<file path="src/design/aes_pkg.sv">
package aes_pkg;

	// ================================================
	// Core sizing
	// ================================================

	// AES-128 round count
	localparam int NUM_ROUNDS = 10;
	// Output slots granted by the sink after reset
	localparam int OUT_CREDITS = 2;
	localparam int CREDIT_W = $clog2(OUT_CREDITS + 1);
	// Accepting edge to the edge that samples out_valid
	localparam int CORE_LATENCY = 55;

	// ================================================
	// Data types
	// ================================================

	// One column or one key word, row 0 in the top byte
	typedef logic [31:0] aes_word_t;

	// Byte view for ShiftRows, column view for the column work
	// Byte 0 is the first block byte and sits in the top bits
	typedef union packed {
		logic [0:15][7:0] bytes;
		aes_word_t [0:3] cols;
	} aes_block_u;

	// Shared S-box user, low two bits double as the column index
	typedef enum logic [2:0] {
		COL_0,
		COL_1,
		COL_2,
		COL_3,
		G_FUNCTION
	} sbox_sel_e;

	// Source of the state write
	typedef enum logic [1:0] {
		SHIFT_ROWS,
		ADD_RK_OUT,
		INPUT
	} col_sel_e;

	// Sequencer to datapath and key schedule
	typedef struct packed {
		sbox_sel_e sbox_sel;
		col_sel_e col_sel;
		logic [3:0] col_en;
		logic [3:0] key_en;
		logic load_block;
		logic mix_bypass;
		logic ctr_xor;
		logic ctr_step;
		logic [3:0] round;
	} aes_ctrl_t;

	// Host request
	typedef struct packed {
		aes_block_u block;
		logic mode_ctr;
	} aes_req_t;

endpackage

</file>
<file path="src/design/aes_control.sv">
`timescale 1ns/1ps

module aes_control
	import aes_pkg::*;
(
	input  logic      clk,
	input  logic      rst_n,
	input  logic      in_valid,
	input  logic      mode_ctr,
	input  logic      credit_return,
	output logic      in_ready,
	output logic      out_valid,
	output aes_ctrl_t ctrl
);

	typedef enum logic [3:0] {
		IDLE,
		R0_COL0,
		R0_COL1,
		R0_COL2,
		R0_COL3,
		ROUND_KEY,
		ROUND_COL0,
		ROUND_COL1,
		ROUND_COL2,
		ROUND_COL3,
		DONE
	} state_e;

	state_e state;
	state_e next_state;
	logic [3:0] round_q;
	logic [CREDIT_W-1:0] credits;
	logic mode_q;
	logic accept;
	logic last_round;
	logic [1:0] col_idx;

	// Start only with a free output slot
	assign in_ready = (state == IDLE) && (credits != '0);
	assign accept = in_valid && in_ready;
	assign out_valid = (state == DONE);
	assign last_round = (round_q == 4'(NUM_ROUNDS));

	// ================================================
	// Sequencer
	// ================================================

	always_ff @(posedge clk or negedge rst_n)
	begin
		if (!rst_n)
		begin
			state <= IDLE;
			round_q <= '0;
			mode_q <= 1'b0;
		end
		else
		begin
			state <= next_state;
			if (accept)
				mode_q <= mode_ctr;
			// Round number steps on the way into each key state
			if (state == IDLE)
				round_q <= '0;
			else if (state == R0_COL3 || (state == ROUND_COL3 && !last_round))
				round_q <= round_q + 1'b1;
		end
	end

	// No stall once a block is running
	always_comb
	begin
		next_state = state;
		case (state)
			IDLE:
			begin
				if (accept)
					next_state = R0_COL0;
			end
			R0_COL0:    next_state = R0_COL1;
			R0_COL1:    next_state = R0_COL2;
			R0_COL2:    next_state = R0_COL3;
			R0_COL3:    next_state = ROUND_KEY;
			ROUND_KEY:  next_state = ROUND_COL0;
			ROUND_COL0: next_state = ROUND_COL1;
			ROUND_COL1: next_state = ROUND_COL2;
			ROUND_COL2: next_state = ROUND_COL3;
			ROUND_COL3: next_state = last_round ? DONE : ROUND_KEY;
			default:    next_state = IDLE;
		endcase
	end

	// Active column of the column states
	always_comb
	begin
		case (state)
			R0_COL1, ROUND_COL1: col_idx = 2'd1;
			R0_COL2, ROUND_COL2: col_idx = 2'd2;
			R0_COL3, ROUND_COL3: col_idx = 2'd3;
			default:             col_idx = 2'd0;
		endcase
	end

	// ================================================
	// Control word
	// ================================================

	always_comb
	begin
		ctrl = '0;
		ctrl.sbox_sel = COL_0;
		ctrl.col_sel = INPUT;
		ctrl.round = round_q;
		case (state)
			// Block lands in the state on the accepting edge
			IDLE:
				ctrl.load_block = accept;
			// Round zero key add on the raw columns
			R0_COL0, R0_COL1, R0_COL2, R0_COL3:
			begin
				ctrl.sbox_sel = sbox_sel_e'({1'b0, col_idx});
				ctrl.col_en = 4'b0001 << col_idx;
			end
			// S-box goes to the g-function, whole state gets ShiftRows
			ROUND_KEY:
			begin
				ctrl.sbox_sel = G_FUNCTION;
				ctrl.col_sel = SHIFT_ROWS;
				ctrl.col_en = 4'b1111;
				ctrl.key_en = 4'b0001;
			end
			ROUND_COL0, ROUND_COL1, ROUND_COL2, ROUND_COL3:
			begin
				ctrl.sbox_sel = sbox_sel_e'({1'b0, col_idx});
				ctrl.col_sel = ADD_RK_OUT;
				ctrl.col_en = 4'b0001 << col_idx;
				// Next key word one column ahead, none after column 3
				ctrl.key_en = 4'b0010 << col_idx;
				ctrl.mix_bypass = last_round;
				ctrl.ctr_xor = mode_q && last_round;
				ctrl.ctr_step = mode_q && last_round && (col_idx == 2'd3);
			end
			default:
				ctrl.load_block = 1'b0;
		endcase
	end

	// ================================================
	// Output credits
	// ================================================

	// Simultaneous out_valid and return cancel out
	always_ff @(posedge clk or negedge rst_n)
	begin
		if (!rst_n)
			credits <= CREDIT_W'(OUT_CREDITS);
		else if (out_valid && !credit_return)
			credits <= credits - 1'b1;
		else if (credit_return && !out_valid)
			credits <= credits + 1'b1;
	end

	// Every accepted block reaches out_valid after the fixed latency
	a_latency: assert property (@(posedge clk) disable iff (!rst_n)
		accept |-> ##CORE_LATENCY out_valid);

	// Slot reserved at start is still there at the end
	a_credit: assert property (@(posedge clk) disable iff (!rst_n)
		out_valid |-> (credits != '0));

	// Single column writes apart from ShiftRows
	a_col_en: assert property (@(posedge clk) disable iff (!rst_n)
		$onehot0(ctrl.col_en) || (ctrl.col_sel == SHIFT_ROWS));

endmodule

</file>
<file path="src/design/aes_core.sv">
`timescale 1ns/1ps

module aes_core
	import aes_pkg::*;
(
	input  logic       clk,
	input  logic       rst_n,
	input  logic       in_valid,
	output logic       in_ready,
	input  aes_req_t   in_req,
	input  logic       key_load,
	input  aes_block_u key,
	input  logic       iv_load,
	input  aes_block_u iv,
	output logic       out_valid,
	output aes_block_u out_data,
	input  logic       credit_return
);

	aes_ctrl_t ctrl;
	aes_word_t sbox_in;
	aes_word_t sub_word;
	aes_word_t rot_word;
	aes_word_t rk_word;

	// ================================================
	// Sequencer
	// ================================================

	aes_control control_i (
		.clk           (clk),
		.rst_n         (rst_n),
		.in_valid      (in_valid),
		.mode_ctr      (in_req.mode_ctr),
		.credit_return (credit_return),
		.in_ready      (in_ready),
		.out_valid     (out_valid),
		.ctrl          (ctrl)
	);

	// ================================================
	// Datapath, key schedule and shared S-box
	// ================================================

	aes_datapath datapath_i (
		.clk      (clk),
		.rst_n    (rst_n),
		.in_req   (in_req),
		.iv_load  (iv_load),
		.iv       (iv),
		.ctrl     (ctrl),
		.rot_word (rot_word),
		.rk_word  (rk_word),
		.sub_word (sub_word),
		.sbox_in  (sbox_in),
		.out_data (out_data)
	);

	aes_key_sched key_sched_i (
		.clk      (clk),
		.rst_n    (rst_n),
		.key_load (key_load),
		.key      (key),
		.ctrl     (ctrl),
		.sub_word (sub_word),
		.rot_word (rot_word),
		.rk_word  (rk_word)
	);

	// Output fans out to columns and g-function
	aes_sbox sbox_i (
		.in_word  (sbox_in),
		.out_word (sub_word)
	);

endmodule

</file>
<file path="src/design/aes_datapath.sv">
`timescale 1ns/1ps

module aes_datapath
	import aes_pkg::*;
(
	input  logic       clk,
	input  logic       rst_n,
	input  aes_req_t   in_req,
	input  logic       iv_load,
	input  aes_block_u iv,
	input  aes_ctrl_t  ctrl,
	input  aes_word_t  rot_word,
	input  aes_word_t  rk_word,
	input  aes_word_t  sub_word,
	output aes_word_t  sbox_in,
	output aes_block_u out_data
);

	aes_block_u state_q;
	aes_block_u data_q;
	aes_block_u ctr_q;
	aes_block_u ctr_now;
	aes_block_u shifted;
	aes_word_t mixed;
	aes_word_t col_new;
	logic [1:0] col_idx;

	// Multiply by x in GF(2^8)
	function automatic logic [7:0] xtime(input logic [7:0] b);
		return {b[6:0], 1'b0} ^ (b[7] ? 8'h1b : 8'h00);
	endfunction

	// Rows rotate through the 2 3 1 1 pattern
	function automatic aes_word_t mix_column(input aes_word_t c);
		logic [0:3][7:0] a;
		logic [0:3][7:0] m;
		a = c;
		for (int r = 0; r < 4; r++)
			m[r] = xtime(a[r]) ^ xtime(a[(r+1)%4]) ^ a[(r+1)%4] ^ a[(r+2)%4] ^ a[(r+3)%4];
		return m;
	endfunction

	assign col_idx = ctrl.sbox_sel[1:0];
	assign out_data = state_q;
	assign ctr_now = iv_load ? iv : ctr_q;

	// ================================================
	// Column path
	// ================================================

	// Key schedule borrows the S-box in its g-function cycle
	assign sbox_in = (ctrl.sbox_sel == G_FUNCTION) ? rot_word : state_q.cols[col_idx];
	assign mixed = ctrl.mix_bypass ? sub_word : mix_column(sub_word);

	always_comb
	begin
		if (ctrl.col_sel == INPUT)
			col_new = state_q.cols[col_idx] ^ rk_word;
		else
			col_new = mixed ^ rk_word ^ (ctrl.ctr_xor ? data_q.cols[col_idx] : '0);
	end

	// Row r moves left by r columns
	always_comb
	begin
		for (int c = 0; c < 4; c++)
		begin
			for (int r = 0; r < 4; r++)
				shifted.bytes[4*c + r] = state_q.bytes[4*((c + r) % 4) + r];
		end
	end

	// ================================================
	// State and saved block
	// ================================================

	always_ff @(posedge clk)
	begin
		if (ctrl.load_block)
		begin
			// CTR encrypts the counter, the data waits for the last round
			state_q <= in_req.mode_ctr ? ctr_now : in_req.block;
			data_q <= in_req.block;
		end
		else
		begin
			for (int c = 0; c < 4; c++)
			begin
				if (ctrl.col_en[c])
					state_q.cols[c] <= (ctrl.col_sel == SHIFT_ROWS) ? shifted.cols[c] : col_new;
			end
		end
	end

	// Counter steps once per CTR block
	always_ff @(posedge clk or negedge rst_n)
	begin
		if (!rst_n)
			ctr_q <= '0;
		else if (iv_load)
			ctr_q <= iv;
		else if (ctrl.ctr_step)
			ctr_q <= ctr_q + 1'b1;
	end

endmodule

</file>
<file path="src/design/aes_key_sched.sv">
`timescale 1ns/1ps

module aes_key_sched
	import aes_pkg::*;
(
	input  logic       clk,
	input  logic       rst_n,
	input  logic       key_load,
	input  aes_block_u key,
	input  aes_ctrl_t  ctrl,
	input  aes_word_t  sub_word,
	output aes_word_t  rot_word,
	output aes_word_t  rk_word
);

	aes_block_u master_key;
	aes_block_u work;
	logic [7:0] rcon;
	logic busy;

	// Round constant for the round in its key state
	always_comb
	begin
		case (ctrl.round)
			4'd1:    rcon = 8'h01;
			4'd2:    rcon = 8'h02;
			4'd3:    rcon = 8'h04;
			4'd4:    rcon = 8'h08;
			4'd5:    rcon = 8'h10;
			4'd6:    rcon = 8'h20;
			4'd7:    rcon = 8'h40;
			4'd8:    rcon = 8'h80;
			4'd9:    rcon = 8'h1b;
			4'd10:   rcon = 8'h36;
			default: rcon = 8'h00;
		endcase
	end

	// RotWord of the previous key's last word, toward the S-box
	assign rot_word = {work.cols[3][23:0], work.cols[3][31:24]};
	// Word matching the column being written
	assign rk_word = work.cols[ctrl.sbox_sel[1:0]];

	always_ff @(posedge clk)
	begin
		if (key_load)
			master_key <= key;
	end

	// ================================================
	// On-the-fly expansion
	// ================================================

	always_ff @(posedge clk)
	begin
		// Key given with the block wins over the stored one
		if (ctrl.load_block)
			work <= key_load ? key : master_key;
		else
		begin
			if (ctrl.key_en[0])
				work.cols[0] <= work.cols[0] ^ sub_word ^ {rcon, 24'h000000};
			// Each word chains on the one written a cycle earlier
			for (int i = 1; i < 4; i++)
			begin
				if (ctrl.key_en[i])
					work.cols[i] <= work.cols[i] ^ work.cols[i-1];
			end
		end
	end

	// Block in flight from load to the last column write
	always_ff @(posedge clk or negedge rst_n)
	begin
		if (!rst_n)
			busy <= 1'b0;
		else if (ctrl.load_block)
			busy <= 1'b1;
		else if (ctrl.mix_bypass && ctrl.col_en[3])
			busy <= 1'b0;
	end

	// Host keeps its key steady while a block runs
	a_key_idle: assert property (@(posedge clk) disable iff (!rst_n)
		key_load |-> !busy);

endmodule

</file>
<file path="src/design/aes_sbox.sv">
`timescale 1ns/1ps

module aes_sbox
	import aes_pkg::*;
(
	input  aes_word_t in_word,
	output aes_word_t out_word
);

	// ================================================
	// Forward S-box table
	// ================================================

	// Entry 0 lands in the top byte of the concatenation
	logic [0:255][7:0] sbox_tbl;

	// One row per high nibble of the input byte
	assign sbox_tbl = {
		128'h637c777bf26b6fc53001672bfed7ab76,
		128'hca82c97dfa5947f0add4a2af9ca472c0,
		128'hb7fd9326363ff7cc34a5e5f171d83115,
		128'h04c723c31896059a071280e2eb27b275,
		128'h09832c1a1b6e5aa0523bd6b329e32f84,
		128'h53d100ed20fcb15b6acbbe394a4c58cf,
		128'hd0efaafb434d338545f9027f503c9fa8,
		128'h51a3408f929d38f5bcb6da2110fff3d2,
		128'hcd0c13ec5f974417c4a77e3d645d1973,
		128'h60814fdc222a908846eeb814de5e0bdb,
		128'he0323a0a4906245cc2d3ac629195e479,
		128'he7c8376d8dd54ea96c56f4ea657aae08,
		128'hba78252e1ca6b4c6e8dd741f4bbd8b8a,
		128'h703eb5664803f60e613557b986c11d9e,
		128'he1f8981169d98e949b1e87e9ce5528df,
		128'h8ca1890dbfe6426841992d0fb054bb16
	};

	// ================================================
	// Four lookups in parallel
	// ================================================

	// Same table for every byte lane
	for (genvar i = 0; i < 4; i++)
	begin : g_lane
		assign out_word[8*i +: 8] = sbox_tbl[in_word[8*i +: 8]];
	end

endmodule

</file>
<file path="config.mk">
export PLATFORM = sky130hd
export DESIGN_NAME = aes_core
export DESIGN_NICKNAME = d
export VERILOG_FILES = /design/src/design/aes_pkg.sv /design/src/design/aes_control.sv /design/src/design/aes_core.sv /design/src/design/aes_datapath.sv /design/src/design/aes_key_sched.sv /design/src/design/aes_sbox.sv
export SDC_FILE = /design/constraint.sdc
export NUM_CORES = 2
export LEC_CHECK = 0
export ABC_AREA = 1
export ABC_CLOCK_PERIOD_IN_PS = 8000
export BUFFER_PORTS_ARGS = -buffer_cell sky130_fd_sc_hd__buf_2
export CORE_MARGIN = 2
export CORE_UTILIZATION = 30
export DETAILED_ROUTE_END_ITERATION = 7
export PLACE_DENSITY = 0.52
export SETUP_SLACK_MARGIN = 0.2
export SLEW_MARGIN = 10
export SYNTH_ARGS = -nofsm -noshare
export SYNTH_HDL_FRONTEND = slang
export SYNTH_SLANG_ARGS = --single-unit
</file>
<file path="constraint.sdc">
create_clock -name clk -period 8 [get_ports clk]
set_clock_uncertainty 0.15 [all_clocks]
set_input_delay 0 -clock clk [delete_from_list [all_inputs] [get_ports clk]]
set_output_delay 0 -clock clk [all_outputs]
set_load 0.01 [all_outputs]
</file>
# Word-level counts from Yosys, hierarchy flattened
# Memory sizes are Yosys's and may differ from the RTL's.
# Index checks and enable logic that the tools add are counted.
[word_totals]
ff_bits = 651
mem_bits_ro = 8320
in_bits = 391
output_inout_bits = 130
wordCells = 176
mem_count = 5
[classes]
add_sub_neg = 4
n_lt_le_gt_ge = 5
n_eq_ne = 16
shift = 2
mux = 58
bitwise = 33
reduce_logical = 34
[mem_list]
columns = ["memory", "words", "word_bits", "read_ports", "rd_clocked_by_memory_dff", "wr", "line", "source"]
rows = [
  ["(name not given)", 256, 8, 1, 0, 0, "aes_sbox.sv:44", "assign out_word[8*i +: 8] = sbox_tbl[in_word[8*i +: 8]];"],
  ["(name not given)", 256, 8, 1, 0, 0, "aes_sbox.sv:44", ""],
  ["(name not given)", 256, 8, 1, 0, 0, "aes_sbox.sv:44", ""],
  ["(name not given)", 256, 8, 1, 0, 0, "aes_sbox.sv:44", ""],
  ["(name not given)", 16, 8, 1, 0, 0, "aes_key_sched.sv:24", "case (ctrl.round)"],
]
[ops]
columns = ["operator", "n"]
rows = [
  ["128-bit two-way mux", 7],
  ["32-bit two-way mux", 22],
  ["32-bit XOR", 8],
  ["32-bit binary-select mux with 2-bit select", 3],
  ["8-bit XOR", 20],
  ["128-bit by 1-bit adder with 128-bit output (second input constant)", 1],
  ["8-bit two-way mux", 8],
  ["4-bit case mux with 10 select lines", 1],
  ["9-bit >= comparator (second input constant)", 4],
  ["8-bit inverter with 9-bit output", 4],
  ["2-bit nonzero test", 12],
  ["5-bit two-way mux", 4],
  ["4-bit by 3-bit equality test with 1-bit output (second input constant)", 4],
  ["4-bit equality test (second input constant)", 4],
  ["4-bit two-way mux", 4],
  ["4-bit case mux with 2 select lines", 2],
  ["4-bit by 2-bit equality test with 1-bit output (second input constant)", 2],
  ["2-bit AND reduction", 4],
  ["8-bit OR reduction", 1],
  ["1-bit logical AND", 7],
  ["2-bit case mux with 3 select lines", 1],
  ["3-bit case mux with 2 select lines", 1],
  ["2-bit OR reduction", 3],
  ["4-bit by 1-bit adder with 4-bit output (second input constant)", 1],
  ["20 further kinds", 24],
]

# Depth between registers and ports, before layout
[logic_depth]
depth_word = 26
depth_mapped = 39
ltp_nobuf = 37

# Hierarchy
# Synthesis repeated with hierarchy kept, for this count alone.
[unflattened]
cells_unflattened = 8511
hier_area_um2 = 53387.5
[by_module_without_submodules]
columns = ["module", "instances", "cells_per_inst", "area_each_um2", "seq_area_each_um2"]
rows = [
  ["aes_datapath", 1, 4499, 28775.1, 10890.4],
  ["aes_key_sched", 1, 1383, 12291.8, 6406.1],
  ["aes_sbox", 1, 2510, 11538.6, 0.0],
  ["aes_control", 1, 119, 782.0, 276.5],
]

# Least setup slack after synthesis
# Ideal clock, no wire load.
[synth_path]
kind = "register to register"
start = "reg control_i.state[2]"
end = "reg datapath_i.data_q[0] (netlist name), enable pin"
setup_ns = 0.542
t_arrival_ns = 5.178
required_ns = 7.308
path_slack_ns = 2.130
path_stages_with_launch = 10
n_path_buf = 2
period_less_slack_ns = 5.870
cell_sequence = "dfrtp_1 > inv_1 > nand2_1 > nor2_1 > inv_1 > nor2_1 > nand2_1 > clkinv_1 > clkbuf_1 > clkbuf_1"
[synth_lines]
columns = ["item", "line", "source"]
rows = [
  ["start: declaration", "aes_control.sv:30", "state_e state;"],
  ["start signal: assignment", "aes_control.sv:59", "state <= next_state;"],
  ["end signal: assignment", "aes_datapath.sv:83", "data_q <= in_req.block;"],
  ["end: declaration", "aes_datapath.sv:20", "aes_block_u data_q;"],
]

# Worst setup path in the final report
[layout_path]
start = "reg control_i.state[3]"
end = "reg datapath_i.state_q (netlist bit datapath_i.out_data[77]) (data pin)"
[layout_via]
elab_chain_cells = 25
elab_cells_between_ends = 67
cone_classes = "eq/ne: 11; mux: 29; bitwise: 14; reduce/logical: 9; memory: 4"
[layout_rtl]
columns = ["item", "line", "source"]
rows = [
  ["4-bit equality test, or another cell as far along", "aes_control.sv:96, aes_control.sv:114", ""],
  ["2-bit OR reduction", "aes_control.sv:96", "case (state)"],
  ["2-bit case mux with 3 select lines", "aes_control.sv:96", ""],
  ["3-bit case mux with 2 select lines", "aes_control.sv:114", "case (state)"],
  ["2-bit inverter with 3-bit output (implied by the code)", "-", ""],
  ["32-bit binary-select mux with 2-bit select", "aes_datapath.sv:52, aes_datapath.sv:58", ""],
  ["32-bit two-way mux (implied by the code) (2 in a row)", "aes_datapath.sv:52, aes_datapath.sv:58", ""],
  ["32-bit two-way mux", "aes_datapath.sv:52", "assign sbox_in = (ctrl.sbox_sel == G_FUNCTION) ? rot_word : state_q.cols[col_idx];"],
  ["[4 not listed]", "-", ""],
  ["8-bit XOR", "aes_datapath.sv:30", "return {b[6:0], 1'b0} ^ (b[7] ? 8'h1b : 8'h00);"],
  ["8-bit XOR (4 in a row)", "aes_datapath.sv:39", "m[r] = xtime(a[r]) ^ xtime(a[(r+1)%4]) ^ a[(r+1)%4] ^ a[(r+2)%4] ^ a[(r+3)%4];"],
  ["32-bit two-way mux", "aes_datapath.sv:53", "assign mixed = ctrl.mix_bypass ? sub_word : mix_column(sub_word);"],
  ["32-bit XOR (2 in a row)", "aes_datapath.sv:60", "col_new = mixed ^ rk_word ^ (ctrl.ctr_xor ? data_q.cols[col_idx] : '0);"],
  ["32-bit two-way mux", "aes_datapath.sv:57", "if (ctrl.col_sel == INPUT)"],
  ["32-bit two-way mux", "aes_datapath.sv:90", "state_q.cols[c] <= (ctrl.col_sel == SHIFT_ROWS) ? shifted.cols[c] : col_new;"],
  ["32-bit two-way mux", "aes_datapath.sv:89", "if (ctrl.col_en[c])"],
  ["128-bit two-way mux (*)", "aes_datapath.sv:79", "if (ctrl.load_block)"],
  ["end signal: assignment", "aes_datapath.sv:82", "state_q <= in_req.mode_ctr ? ctr_now : in_req.block;"],
  ["end: declaration", "aes_datapath.sv:19", "aes_block_u state_q;"],
]
# Every way passes the cells marked *; elsewhere a longest branch is shown, timed or not. The select of a mux whose other input is x is not followed.
# A chain may end at the register's enable or synchronous reset.

==> results_dict.tcl <==
set metrics [dict create \
    dpl.hpwl_microns 253000 \
    grt_pass1_vias 61100 \
    rows 153 \
    area_growth_syn_to_layout_pct 27.6 \
    start_util_pct 30.1 \
    dieArea_sq_mm 0.177 \
    cts.sinks 651 \
    vias_per_cell 5.73 \
    ys.warnings.count 0 \
    cts_buffers 80 \
    final_common_cell "nand2_1" \
    drive_gt1_share_pct 13.2 \
    grt_antenna_before_repair 28 \
    synth-async-reset-ratio_pct 21.4 \
    io_pins 521 \
    muxShareOfSynthArea_pct 2.82 \
    path_max_fanout 52 \
    synth_edf_count 384 \
    synth_top_family_by_area "simple AND/OR/NAND/NOR gates" \
    grt-ovfl-total 0 \
    die_w_microns 421 \
    synth_seq_cells 651 \
    finalMaxSlewViolations 0 \
    grt_pass1_wl_microns 465000 \
    placed_area_sq_mm 0.0569 \
    port_buffers 520 \
    insertion_delay_ns 0.72 \
    worstPathRequired_ns 8.30 \
    routed_wl_microns 335000 \
    drc_errors 0 \
    p_seq_share_pct 42.3 \
    ant_nets 0 \
    holdWs_ns 0.0129 \
    finalSetupViolations 0 \
    ir_worst_vdd_v 0.000148 \
    path_buf_inv 4 \
    cts.htree.levels 3 \
    clock-root-buffer "clkbuf_16" \
    syn-cell-area_sq_mm 0.0522 \
    nFillCells 18500 \
    clk_pin_slew_ns 0.06 \
    outcome "finished, final reports clean" \
    worst_slew_pin_slew_ns 1.39 \
    synth.net_count 8276 \
    hold_viol 0 \
    layout_common_cells "nand2_1 (2,563), nand3_1 (1,048), dlygate4sd3_1 (692), inv_1 (549), o21ai_0 (546)" \
    grt_usage_pct 36.2 \
    grt_max_degree 122 \
    crit_type "reg2reg" \
    cts-resized-gates 0 \
    rrSetupSlack_ns 0.92 \
    timing.setup.tns_ns 0 \
    synth_xor_area_share_pct 3.11 \
    combinationalPowerShare_pct 13.9 \
    p_int_uw 6370 \
    p_per_area_mw_per_mm2 134 \
    avgSynthCellArea_sq_um 6.66 \
    wire_per_inst_microns 29.7 \
    startpoint_type "flop" \
    endpoint_kind "flop" \
    rsz0062_at_grt "false" \
    finalNetCount 9292 \
    min_period_over_period_pct 88.5 \
    maxSlewHeadroom_pct 7.07 \
    period_needed_ns 7.08 \
    critPathArrivalTime_ns 7.38 \
    clock_path_buffers 3 \
    dr.pass1.iters 8 \
    power.share.clock_pct 43.8 \
    swShare_pct 28.4 \
    yosys.area_share.simple_pct 37.9 \
    final_area_sq_mm 0.0666 \
    switching_power_uw 2530 \
    syn_inst 7845 \
    hp-class "in2reg" \
    max_cap_viol_count 0 \
    max_stage_delay_ns 0.81 \
    crit_family "simple AND/OR/NAND/NOR gates" \
    synthAdderAreaFrac_pct 0.958 \
    synthFlopType "edfxtp_1" \
    crit_path_frequent_cell "nand2_1" \
    gp_congestion 1.10 \
    clock.fmax_ghz 0.141 \
    seq_area_frac_synth_pct 33.6 \
    yosys.cell_types.count 68 \
    synth-compound-area-share_pct 13.4 \
    die_h_microns 421 \
    crit_slowest_cell "nor2_1" \
    design.core.area_sq_mm 0.173 \
    leakage_uw 0.0290 \
    drt_iter0_markers 8895 \
    cts_tree "built" \
    routed-via-count 64600 \
]
==> state kept, by name (all words and copies together) (netlist names) <==
name	cells
control_i.round_q	4
datapath_i.out_data	128
control_i.credits	2
key_sched_i.work	128
key_sched_i.master_key	128
datapath_i.data_q	128
control_i.mode_q	1
control_i.state	4
datapath_i.ctr_q	128
==> metrics by stage <==
stage	instances	setup slack [ns]	utilization, %	total power (uW)
after floorplan	7845	2.13	-	4260
after global placement	10400	1.14	32.8	4700
after detailed placement	10400	1.14	32.8	4710
after CTS	11300	1.11	38.4	8840
after global routing	11300	0.503	38.4	9110
final	11300	0.917	38.4	8900
==> Yosys cell counts (24+ instances only) <==
cell type	n	area share, %
a21oi_1	319	3.1
a22oi_1	50	0.72
a31oi_1	52	0.62
buf_1	29	0.21
buf_2	114	1.1
buf_4	39	0.56
clkbuf_1	213	1.5
dfrtp_1	138	6.6
dfxtp_1	128	4.9
edfxtp_1	384	22
ha_1	40	0.96
inv_1	551	4.0
inv_2	43	0.31
mux2_2	129	2.8
nand2_1	2565	18
nand2_2	97	1.2
nand3_1	1048	10
nand4_1	74	0.89
nor2_1	516	3.7
nor3_1	79	0.76
nor4_1	92	1.1
o211ai_1	101	1.5
o21ai_0	547	5.2
o21ai_1	62	0.59
o22ai_1	39	0.47
or2_2	24	0.29
xnor2_1	117	2.0
xor2_1	52	0.87
==> area by class of cell <==
type / count / area [sq um] / area share [%]
sequential: 651 / 17600 / 26.4
clock inverter: 43 / 484 / 0.727
clock buffer: 106 / 2210 / 3.32
inverter: 604 / 2290 / 3.43
tap: 2325 / 2910 / 4.37
antenna: 25 / 62.6 / 0.0939
timing repair buffer: 1351 / 10700 / 16.0
multi-input combinational: 6173 / 30400 / 45.7
==> power groups by stage <==
stage | logic, uW | clock network [uW] | registers, uW
after CTS | 1180 | 3900 | 3760
after detailed placement | 882 | 0 | 3820
after global placement | 877 | 0 | 3820
final | 1240 | 3900 | 3760
after global routing | 1300 | 4040 | 3780
after floorplan | 458 | 0 | 3800
==> final timing paths <==
kind	startpoint	end	depth (start not counted)
worst max register to register	control_i.state[3]$_DFFE_PN0P_	datapath_i.out_data[77]$_DFFE_PP_	26
worst min register to register	key_sched_i.master_key[31]$_DFF_P_	key_sched_i.master_key[31]$_DFF_P_	1
worst min-delay path	iv[30]	datapath_i.ctr_q[30]$_DFFE_PN0P_	5
worst max-delay path	control_i.state[3]$_DFFE_PN0P_	datapath_i.out_data[77]$_DFFE_PP_	26
min in group asynchronous	rst_n	datapath_i.ctr_q[122]$_DFFE_PN0P_	4
max in group asynchronous	rst_n	datapath_i.ctr_q[32]$_DFFE_PN0P_	5
==> worst register-to-register path, delay by kind of cell, from the launching register on <==
| kind | cells | cell delay, ns |
|---|---|---|
| simple gates | 21 | 4.37 |
| compound gates | 1 | 0.70 |
| flops | 1 | 0.46 |
| buf+inv | 4 | 1.15 |
==> kinds of logic (layout without fill, tap and decap cells) <==
kind of cell / Yosys count / after routing
other: 0 / 25
muxes: 131 / 131
and+or+nand+nor: 4582 / 4582
DFF: 651 / 651
buffers and inverters: 1021 / 2104
adders and majority gates: 40 / 40
xor gates and xnor gates: 178 / 178
AOI/OAI and AO/OA: 1242 / 1242
==> per-layer routing <==
layer	vias to the layer above	GRT usage [%]	part of all wire (%)	wire length, microns
met5	-	0	0.037	124
met3	929	6.61	9.0	30100
li1	28400	-	-	-
met1	31100	44.8	38	128000
met4	18	25.3	8.2	27400
met2	4049	56.9	45	149000
==> repair_timing <==
| action | CTS | global route |
|---|---|---|
| buffers inserted | 0 | 0 |
| hold buffers | 693 | 0 |
| endpoints found under the hold margin | 726 | 0 |
Power figures use the tool's default switching activity.
